## src/logic/timer_consts.svh

```systemverilog
//----------------------------------------------------------
// Address map, bit positions and ID words for the dual timer
// Included by the package and by RTL that decodes addresses
//----------------------------------------------------------
`ifndef TIMER_CONSTS_SVH
`define TIMER_CONSTS_SVH

// Widths
`define TIMER_WIDTH          32
`define TIMER_ADDR_WIDTH     8
// Offset bits inside one channel block
`define TIMER_OFS_WIDTH      2

// Identification registers
`define TIMER_ADDR_NAME0     8'h00
`define TIMER_ADDR_NAME1     8'h01
`define TIMER_ADDR_VERSION   8'h02

// Channel blocks, four words each
`define TIMER_CH0_BASE       8'h08
`define TIMER_CH1_BASE       8'h10

// Word offsets within a channel block
`define TIMER_OFS_CTRL       2'd0
`define TIMER_OFS_STATUS     2'd1
`define TIMER_OFS_PRESCALER  2'd2
`define TIMER_OFS_TIMER      2'd3

// Control and status bits
`define TIMER_CTRL_START_BIT    0
`define TIMER_CTRL_STOP_BIT     1
`define TIMER_STATUS_READY_BIT  0

// ID words, "time" "r2ch" and version 4
`define TIMER_CORE_NAME0     32'h74696d65
`define TIMER_CORE_NAME1     32'h72326368
`define TIMER_CORE_VERSION   32'h00000004

`endif

```

## src/logic/timer_pkg.sv

```systemverilog
//----------------------------------------------------------
// Types shared by the register block and the timer cores
//----------------------------------------------------------
`include "timer_consts.svh"

package timer_pkg;

  // Bus and counter word
  typedef logic [`TIMER_WIDTH-1:0] timer_word_t;

  //----------------------------------------------------------
  // Register block to core
  //----------------------------------------------------------
  typedef struct packed {
    timer_word_t prescaler;  // Cycles per timer tick
    timer_word_t timer;      // Ticks to count
    logic        start;      // One cycle pulse
    logic        stop;       // One cycle pulse, wins over start
  } timer_cfg_t;

  //----------------------------------------------------------
  // Core to register block
  //----------------------------------------------------------
  typedef struct packed {
    logic        ready;           // High while idle
    timer_word_t curr_prescaler;
    timer_word_t curr_timer;
  } timer_stat_t;

  // Core FSM
  typedef enum logic {
    TIMER_IDLE = 1'b0,
    TIMER_RUN  = 1'b1
  } timer_state_e;

endpackage

```

## src/logic/timer.sv

```systemverilog
//----------------------------------------------------------
// Dual channel timer top, bus on one side, two cores inside
//----------------------------------------------------------
`timescale 1ns/100ps
`include "timer_consts.svh"

module timer
  import timer_pkg::*;
(
  input  logic                         clk,
  input  logic                         reset_n,

  // Chip select bus
  input  logic                         cs,
  input  logic                         we,
  input  logic [`TIMER_ADDR_WIDTH-1:0] address,
  input  timer_word_t                  write_data,
  output timer_word_t                  read_data,
  output logic                         ready
);

  // Config and status between the register block and cores
  timer_cfg_t  cfg0;
  timer_cfg_t  cfg1;
  timer_stat_t stat0;
  timer_stat_t stat1;

  //----------------------------------------------------------
  // Register block
  //----------------------------------------------------------
  timer_regs regs (
    .clk        (clk),
    .reset_n    (reset_n),
    .cs         (cs),
    .we         (we),
    .address    (address),
    .write_data (write_data),
    .read_data  (read_data),
    .ready      (ready),
    .cfg0       (cfg0),
    .cfg1       (cfg1),
    .stat0      (stat0),
    .stat1      (stat1)
  );

  //----------------------------------------------------------
  // Timer channels
  //----------------------------------------------------------
  timer_core core0 (
    .clk     (clk),
    .reset_n (reset_n),
    .cfg     (cfg0),
    .stat    (stat0)
  );

  timer_core core1 (
    .clk     (clk),
    .reset_n (reset_n),
    .cfg     (cfg1),
    .stat    (stat1)
  );

endmodule

```

## src/logic/timer_core.sv

```systemverilog
//----------------------------------------------------------
// One countdown channel, prescaled, driven by a config struct
//----------------------------------------------------------
`timescale 1ns/100ps

module timer_core
  import timer_pkg::*;
(
  input  logic        clk,
  input  logic        reset_n,
  input  timer_cfg_t  cfg,
  output timer_stat_t stat
);

  //----------------------------------------------------------
  // State and counters
  //----------------------------------------------------------
  timer_state_e state;
  timer_state_e state_next;

  timer_word_t  curr_prescaler;
  timer_word_t  curr_prescaler_next;
  timer_word_t  curr_timer;
  timer_word_t  curr_timer_next;

  // Prescaler has run out, zero behaves like one
  logic         presc_tick;

  assign presc_tick = (curr_prescaler <= timer_word_t'(1));

  always_ff @(posedge clk) begin
    if (!reset_n) begin
      state          <= TIMER_IDLE;
      curr_prescaler <= '0;
      curr_timer     <= '0;
    end else begin
      state          <= state_next;
      curr_prescaler <= curr_prescaler_next;
      curr_timer     <= curr_timer_next;
    end
  end

  //----------------------------------------------------------
  // Next state and count logic
  //----------------------------------------------------------
  always_comb begin
    state_next          = state;
    curr_prescaler_next = curr_prescaler;
    curr_timer_next     = curr_timer;

    case (state)
      TIMER_IDLE: begin
        // Stop in the same pulse cancels the start
        if (cfg.start && !cfg.stop) begin
          curr_prescaler_next = cfg.prescaler;
          curr_timer_next     = cfg.timer;
          state_next          = TIMER_RUN;
        end
      end

      TIMER_RUN: begin
        if (cfg.stop) begin
          // Counts freeze where they are
          state_next = TIMER_IDLE;
        end else if (curr_timer == '0) begin
          // Started with zero ticks, one cycle in run
          state_next = TIMER_IDLE;
        end else if (presc_tick) begin
          curr_prescaler_next = cfg.prescaler;
          curr_timer_next     = curr_timer - timer_word_t'(1);
          // Last tick, leave run on the same edge
          if (curr_timer == timer_word_t'(1)) begin
            state_next = TIMER_IDLE;
          end
        end else begin
          curr_prescaler_next = curr_prescaler - timer_word_t'(1);
        end
      end

      default: begin
        state_next = TIMER_IDLE;
      end
    endcase
  end

  // Status back to the register block
  assign stat.ready          = (state == TIMER_IDLE);
  assign stat.curr_prescaler = curr_prescaler;
  assign stat.curr_timer     = curr_timer;

endmodule

```

## src/logic/timer_regs.sv

```systemverilog
//----------------------------------------------------------
// Bus decode and registers for two timer channels
// Holds per channel config, makes start/stop pulses, muxes reads
//----------------------------------------------------------
`timescale 1ns/100ps
`include "timer_consts.svh"

module timer_regs
  import timer_pkg::*;
(
  input  logic                         clk,
  input  logic                         reset_n,

  input  logic                         cs,
  input  logic                         we,
  input  logic [`TIMER_ADDR_WIDTH-1:0] address,
  input  timer_word_t                  write_data,
  output timer_word_t                  read_data,
  output logic                         ready,

  output timer_cfg_t                   cfg0,
  output timer_cfg_t                   cfg1,
  input  timer_stat_t                  stat0,
  input  timer_stat_t                  stat1
);

  localparam int NUM_CH = 2;

  localparam logic [`TIMER_ADDR_WIDTH-1:0] CH0_BASE = `TIMER_CH0_BASE;
  localparam logic [`TIMER_ADDR_WIDTH-1:0] CH1_BASE = `TIMER_CH1_BASE;

  //----------------------------------------------------------
  // Address split
  //----------------------------------------------------------
  logic [`TIMER_ADDR_WIDTH-1:`TIMER_OFS_WIDTH] page;
  logic [`TIMER_OFS_WIDTH-1:0]                 offset;
  logic [NUM_CH-1:0]                           ch_hit;
  logic                                        wr_en;

  assign page   = address[`TIMER_ADDR_WIDTH-1:`TIMER_OFS_WIDTH];
  assign offset = address[`TIMER_OFS_WIDTH-1:0];
  assign wr_en  = cs && we;

  // Channel select from the upper address bits
  assign ch_hit[0] = (page == CH0_BASE[`TIMER_ADDR_WIDTH-1:`TIMER_OFS_WIDTH]);
  assign ch_hit[1] = (page == CH1_BASE[`TIMER_ADDR_WIDTH-1:`TIMER_OFS_WIDTH]);

  // No wait states
  assign ready = cs;

  //----------------------------------------------------------
  // Per channel storage
  //----------------------------------------------------------
  timer_word_t       prescaler_q [NUM_CH];
  timer_word_t       timer_q     [NUM_CH];
  logic [NUM_CH-1:0] start_q;
  logic [NUM_CH-1:0] stop_q;
  timer_stat_t       stat_ch     [NUM_CH];

  assign stat_ch[0] = stat0;
  assign stat_ch[1] = stat1;

  always_ff @(posedge clk) begin
    if (!reset_n) begin
      start_q <= '0;
      stop_q  <= '0;
      for (int ch = 0; ch < NUM_CH; ch++) begin
        prescaler_q[ch] <= '0;
        timer_q[ch]     <= '0;
      end
    end else begin
      for (int ch = 0; ch < NUM_CH; ch++) begin
        // Pulses last one cycle, cleared on any other cycle
        start_q[ch] <= wr_en && ch_hit[ch] && (offset == `TIMER_OFS_CTRL) &&
                       write_data[`TIMER_CTRL_START_BIT];
        stop_q[ch]  <= wr_en && ch_hit[ch] && (offset == `TIMER_OFS_CTRL) &&
                       write_data[`TIMER_CTRL_STOP_BIT];

        // Config only changes while the channel is idle
        if (wr_en && ch_hit[ch] && stat_ch[ch].ready) begin
          if (offset == `TIMER_OFS_PRESCALER) begin
            prescaler_q[ch] <= write_data;
          end
          if (offset == `TIMER_OFS_TIMER) begin
            timer_q[ch] <= write_data;
          end
        end
      end
    end
  end

  // Config out to the cores
  assign cfg0.prescaler = prescaler_q[0];
  assign cfg0.timer     = timer_q[0];
  assign cfg0.start     = start_q[0];
  assign cfg0.stop      = stop_q[0];

  assign cfg1.prescaler = prescaler_q[1];
  assign cfg1.timer     = timer_q[1];
  assign cfg1.start     = start_q[1];
  assign cfg1.stop      = stop_q[1];

  //----------------------------------------------------------
  // Read mux
  //----------------------------------------------------------
  always_comb begin
    read_data = '0;

    // Identification words
    if (address == `TIMER_ADDR_NAME0) begin
      read_data = `TIMER_CORE_NAME0;
    end else if (address == `TIMER_ADDR_NAME1) begin
      read_data = `TIMER_CORE_NAME1;
    end else if (address == `TIMER_ADDR_VERSION) begin
      read_data = `TIMER_CORE_VERSION;
    end

    // Channel blocks, control reads back as zero
    for (int ch = 0; ch < NUM_CH; ch++) begin
      if (ch_hit[ch]) begin
        case (offset)
          `TIMER_OFS_STATUS: begin
            read_data[`TIMER_STATUS_READY_BIT] = stat_ch[ch].ready;
          end
          `TIMER_OFS_PRESCALER: begin
            read_data = stat_ch[ch].curr_prescaler;
          end
          `TIMER_OFS_TIMER: begin
            read_data = stat_ch[ch].curr_timer;
          end
          default: begin
            read_data = '0;
          end
        endcase
      end
    end
  end

endmodule

```

## config.mk

```make
export PLATFORM = sky130hd
export DESIGN_NAME = timer
export DESIGN_NICKNAME = d
export VERILOG_FILES = /design/src/logic/timer_pkg.sv /design/src/logic/timer.sv /design/src/logic/timer_core.sv /design/src/logic/timer_regs.sv
export VERILOG_INCLUDE_DIRS = /design/src /design/src/logic
export SDC_FILE = /design/constraint.sdc
export NUM_CORES = 1
export LEC_CHECK = 0
export ABC_AREA = 0
export BUFFER_PORTS_ARGS = -buffer_cell sky130_fd_sc_hd__buf_2
export CORE_ASPECT_RATIO = 0.6
export CORE_MARGIN = 2
export CORE_UTILIZATION = 30
export CTS_BUF_LIST = sky130_fd_sc_hd__clkbuf_8
export DETAILED_ROUTE_END_ITERATION = 10
export MAX_ROUTING_LAYER = met4
export RECOVER_POWER = 50
export SYNTH_ARGS = -nofsm -noshare
export SYNTH_HDL_FRONTEND = slang
export SYNTH_SLANG_ARGS = --single-unit
export TNS_END_PERCENT = 5
```

## constraint.sdc

```tcl
create_clock -name clk -period 15 [get_ports clk]
set_clock_uncertainty 0.1 [all_clocks]
set_input_delay 2.25 -clock clk [delete_from_list [all_inputs] [get_ports clk]]
set_output_delay 2.25 -clock clk [all_outputs]
set_load 0.01 [all_outputs]
```

### After elaboration in Yosys (flattened, before gate mapping)

Memories as Yosys holds them, arrays and structs flattened.
Index checks and enable logic that the tools add are counted.

| word-level totals | value |
|---|---|
| bits in registers | 134 |
| memories kept | 2 |
| output and inout port bits | 33 |
| bits in writable memories | 128 |
| input bits | 44 |

| cells by class | value |
|---|---|
| $lt $le $gt $ge | 2 |
| reduce and logical (&&, ||, !) cells | 23 |
| bitwise logic cells | 6 |
| muxes and demuxes | 60 |
| eq/ne operators | 17 |
| add/sub/neg operators | 4 |

Memory list:

| name | words | width | read ports | clocked after Yosys merged registers in | write ports | line | source |
|---|---|---|---|---|---|---|---|
| regs.prescaler_q | 2 | 32 | 2 | 0 | 2 | timer_regs.sv:54 | `timer_word_t prescaler_q [NUM_CH];` |
| regs.timer_q | 2 | 32 | 2 | 0 | 2 | timer_regs.sv:55 | `timer_word_t timer_q [NUM_CH];` |

Operators by type and width:

| operator | count |
|---|---|
| $mux 32 | 24 |
| $pmux 32 s2 | 4 |
| $pmux 31 s3 | 2 |
| $sub 32x1->32 const B | 4 |
| $eq 32x1->1 const B | 2 |
| $le 32x1->1 const B | 2 |
| $logic_not 32->1 | 2 |
| $mux 1 | 25 |
| $logic_and 1x1->1 | 13 |
| $ne 2x2->1 const B | 6 |
| $eq 8x1->1 const B | 1 |
| $eq 8x2->1 const B | 1 |
| $logic_not 8->1 | 1 |
| $reduce_and 4->1 | 2 |
| $eq 6x2->1 const B | 1 |
| $eq 6x3->1 const B | 1 |
| $pmux 1 s3 | 2 |
| $reduce_and 3->1 | 2 |
| $eq 2x2->1 const B | 2 |
| $ne 2x1->1 const B | 2 |
| $or 1x1->1 | 4 |
| $pmux 1 s2 | 2 |
| $mux 3 | 1 |
| $eq 2x1->1 const B | 1 |
| 3 further kinds | 5 |

### Logic depth before layout (Yosys ltp)

| depth | value |
|---|---|
| depth after elaboration | 8 |
| gate-level depth with buffers | 10 |

### Modules after synthesis

From an unflattened synthesis, not the netlist that was laid out.

| second synthesis, totals | value |
|---|---|
| cell total of the unflattened synthesis | 1,570 |
| area total of the unflattened synthesis | 14,305.0 um^2 |

By module, submodules not included:

| module | cells an instance | area each (um^2) | times used |
|---|---|---|---|
| timer_regs | 420 | 5,735.5 | 1 |
| timer_core (core1) | 573 | 4,317.9 | 1 |
| timer_core (core0) | 577 | 4,251.6 | 1 |

### Worst setup path after synthesis

No wires, ideal clock.

| timing path | value |
|---|---|
| kind | input to register |
| from | input port address[5] |
| to | memory regs.prescaler_q[0][0] (netlist name) (enable) |
| setup time | 0.511 ns |
| cell stages on the path | 3 |
| buffers on the path | 0 |
| arrival | 6.554 ns |
| slack | 7.835 ns |
| path through | or4_1 -> or3_1 -> o41ai_1 |

RTL lines:

| item | line | source |
|---|---|---|
| from (decl) | timer.sv:16 | `` input logic [`TIMER_ADDR_WIDTH-1:0] address, `` |
| to (decl) | timer_regs.sv:54 |  |

==> flow_summary.toml <==
[status]
outcome = "complete, but fails checks"
violations = "capacitance limit, slew limit"

[routing]
drt_iter0_markers = 2000
wl_per_cell_um = 27.0
first_pass_iters = 8
postRouteAntennaNets = 0
drt-total-wl_um = 59200
drc = 0
vias = 13300
via_per_inst = 6.06

[layout]
finish.utilization_pct = 33.7
area_growth_syn_to_layout_pct = 11.2
drive_gt1_share_pct = 13.6
final_common_cell = "nor2_1"
fill_cells = 4833
nNetsFinal = 1586
layout_common_cells = "nor2_1 (141), nand2_1 (132), dfxtp_1 (132)"

[power]
switching_share_pct = 25.3
powerDensity_nw_per_um2 = 89.8
peakVddDrop_v = 0.0000573
p_comb_share_pct = 4.4
clock_power_share_pct = 40.1
leakagePower_nw = 5.92
power_switching_w = 0.000354
p_seq_share_pct = 55.4
p_int_w = 0.00105

[clocking]
ctsResizeCount = 0
clk_pin_slew_ns = 0.07
clk_latency_ns = 0.58
cts_tree = "built"
cts_root_buf = "clkbuf_8"
clock-sinks = 262
hold_buffers = 0
cts.path.max_buffers = 3
numCtsBuffers = 38
htree_levels = 2
post-cts-setup-buffer-count = 0

[timing]
finalSetupViolCount = 0
period_share_pct = 57.9
post-route-min-period_ns = 8.69
rsz0062_at_grt = "no"
clock.fmax_mhz = 115
worst_slew_pin_slew_ns = 3.68
slew_viol_final = 402
setup_tns_ns = 0
maxSlewHeadroom_pct = -146
hold_violations = 0
fin_hold_ws_ns = 0.402

[die]
ios = 77
die_area_um2 = 48500
die_h_um = 171
start_util_pct = 30.3
die_x_um = 283
rows = 61
core_area_um2 = 46300

[min_path]
hold_class = "register to register"

[global_routing]
grt_pass1_wl_um = 84400
grt_pass1_vias = 11700
grt_overflow = 0
grt_max_degree = 70
antenna_found_initial = 9
track_usage_pct = 24.5

[synth]
synth_top_cell_area_share_pct = 27.4
synthFlopType = "dfxtp_1"
synth_edf_count = 128
seq_area_frac_synth_pct = 46.5
syn_area_per_cell_um2 = 9.35
yosys-top-cells-area = "edfxtp_1 (27%), dfxtp_1 (19%), mux2i_1 (4.9%)"
synth_fp_nets = 1554
synth_top_area_cell = "edfxtp_1"
synth.distinct_cells = 77
async_flop_share_pct = 0
syn_area_um2 = 14000
yosysWarnings = 0
synthCells = 1500
synth_seq_cells = 262

[critical_path]
worst-endpoint-required_ns = 15.17
path_max_fanout = 69
start_kind = "input port"
worst_setup_path_end_kind = "register"
cp_data_arrival_time_ns = 8.86
crit_type = "input port to register"

[place]
gp_congestion = 1.04
port_buffers = 76
dp_hpwl_um = 43500

[job]
drv_cap = 10
power by group through the flow:
stage	clock (W)	combinational (W)	sequential, W
floorplan	0	0.0000390	0.000787
global placement	0	0.0000608	0.000791
detailed placement	0	0.0000615	0.000791
CTS	0.000566	0.0000617	0.000776
global route	0.000599	0.0000661	0.000778
finish	0.000562	0.0000621	0.000777
sequential cells by signal, indices dropped and copies added (netlist names), 2 cells and up:
register	count
regs.timer_q	64
regs.start_q	2
core1.curr_timer	32
core0.curr_prescaler	32
core0.curr_timer	32
core1.curr_prescaler	32
regs.prescaler_q	64
regs.stop_q	2
metrics by stage:
stage	instance area (um^2)	total power [W]	setup slack [ns]	cells
2_1_floorplan	14000	0.000826	7.84	1500
5_1_grt	15600	0.00144	6.28	2193
3_3_place_gp	15000	0.000852	7.73	2122
3_5_place_dp	15000	0.000852	7.89	2122
4_1_cts	15700	0.00140	7.89	2191
6_report	15600	0.00140	6.31	2195
cells by family after synthesis:
| group | synth area share (%) |
|---|---|
| simple gates | 21.5 |
| compound gates | 19.1 |
| flops | 46.5 |
| buf+inv | 3.91 |
| mux | 7.99 |
| fa+ha+maj | 0.892 |
cell usage after synthesis (19+ instances only):
master	number
nor2_1	141
dfxtp_1	134
nand2_1	132
edfxtp_1	128
a21oi_1	108
clkbuf_1	82
and2_1	68
mux2i_1	68
nor3_1	68
o22ai_1	63
o21ai_0	56
mux2_2	35
a32o_1	30
nor4_1	28
inv_1	27
nand3_1	26
or3_1	24
nand4_1	20
a31oi_1	19
layer usage:
layer	share of wire, %	up-vias	routed length, um	track usage [%]
met5	0	-	0	-
met1	48	6551	28300	38.1
met4	2.0	0	1180	4.62
li1	-	5754	-	-
met3	13	87	7570	6.31
met2	37	899	22100	30.8
worst max-delay path, stage by stage:
cell and delay, ns:
clkbuf_1 2.07, clkbuf_1 2.72, o31ai_1 1.13, buf_4 0.62
final cells by class:
type / count / area [um^2] / share of cell area (%)
Sequential cell: 262 / 6530 / 41.9
Timing Repair Buffer: 102 / 536 / 3.43
Multi-Input combinational cell: 1101 / 6940 / 44.5
Inverter: 27 / 101 / 0.650
Clock inverter: 27 / 115 / 0.738
Tap cell: 630 / 788 / 5.05
Antenna cell: 4 / 10.0 / 0.0642
Clock buffer: 42 / 578 / 3.71
worst paths after layout:
check	slack, ns	cells past startpoint	endpoint	start
hold / removal	0.40	2	core1.curr_timer[19]	core1.curr_timer[19]
setup / recovery	6.31	4	regs.timer_q[0][59]	reset_n
setup reg to reg	10.01	6	core0.curr_prescaler[6]	core0.curr_timer[10]
hold reg to reg	0.40	2	core1.curr_timer[19]	core1.curr_timer[19]
Note: power is estimated with default switching activity, not from simulation.
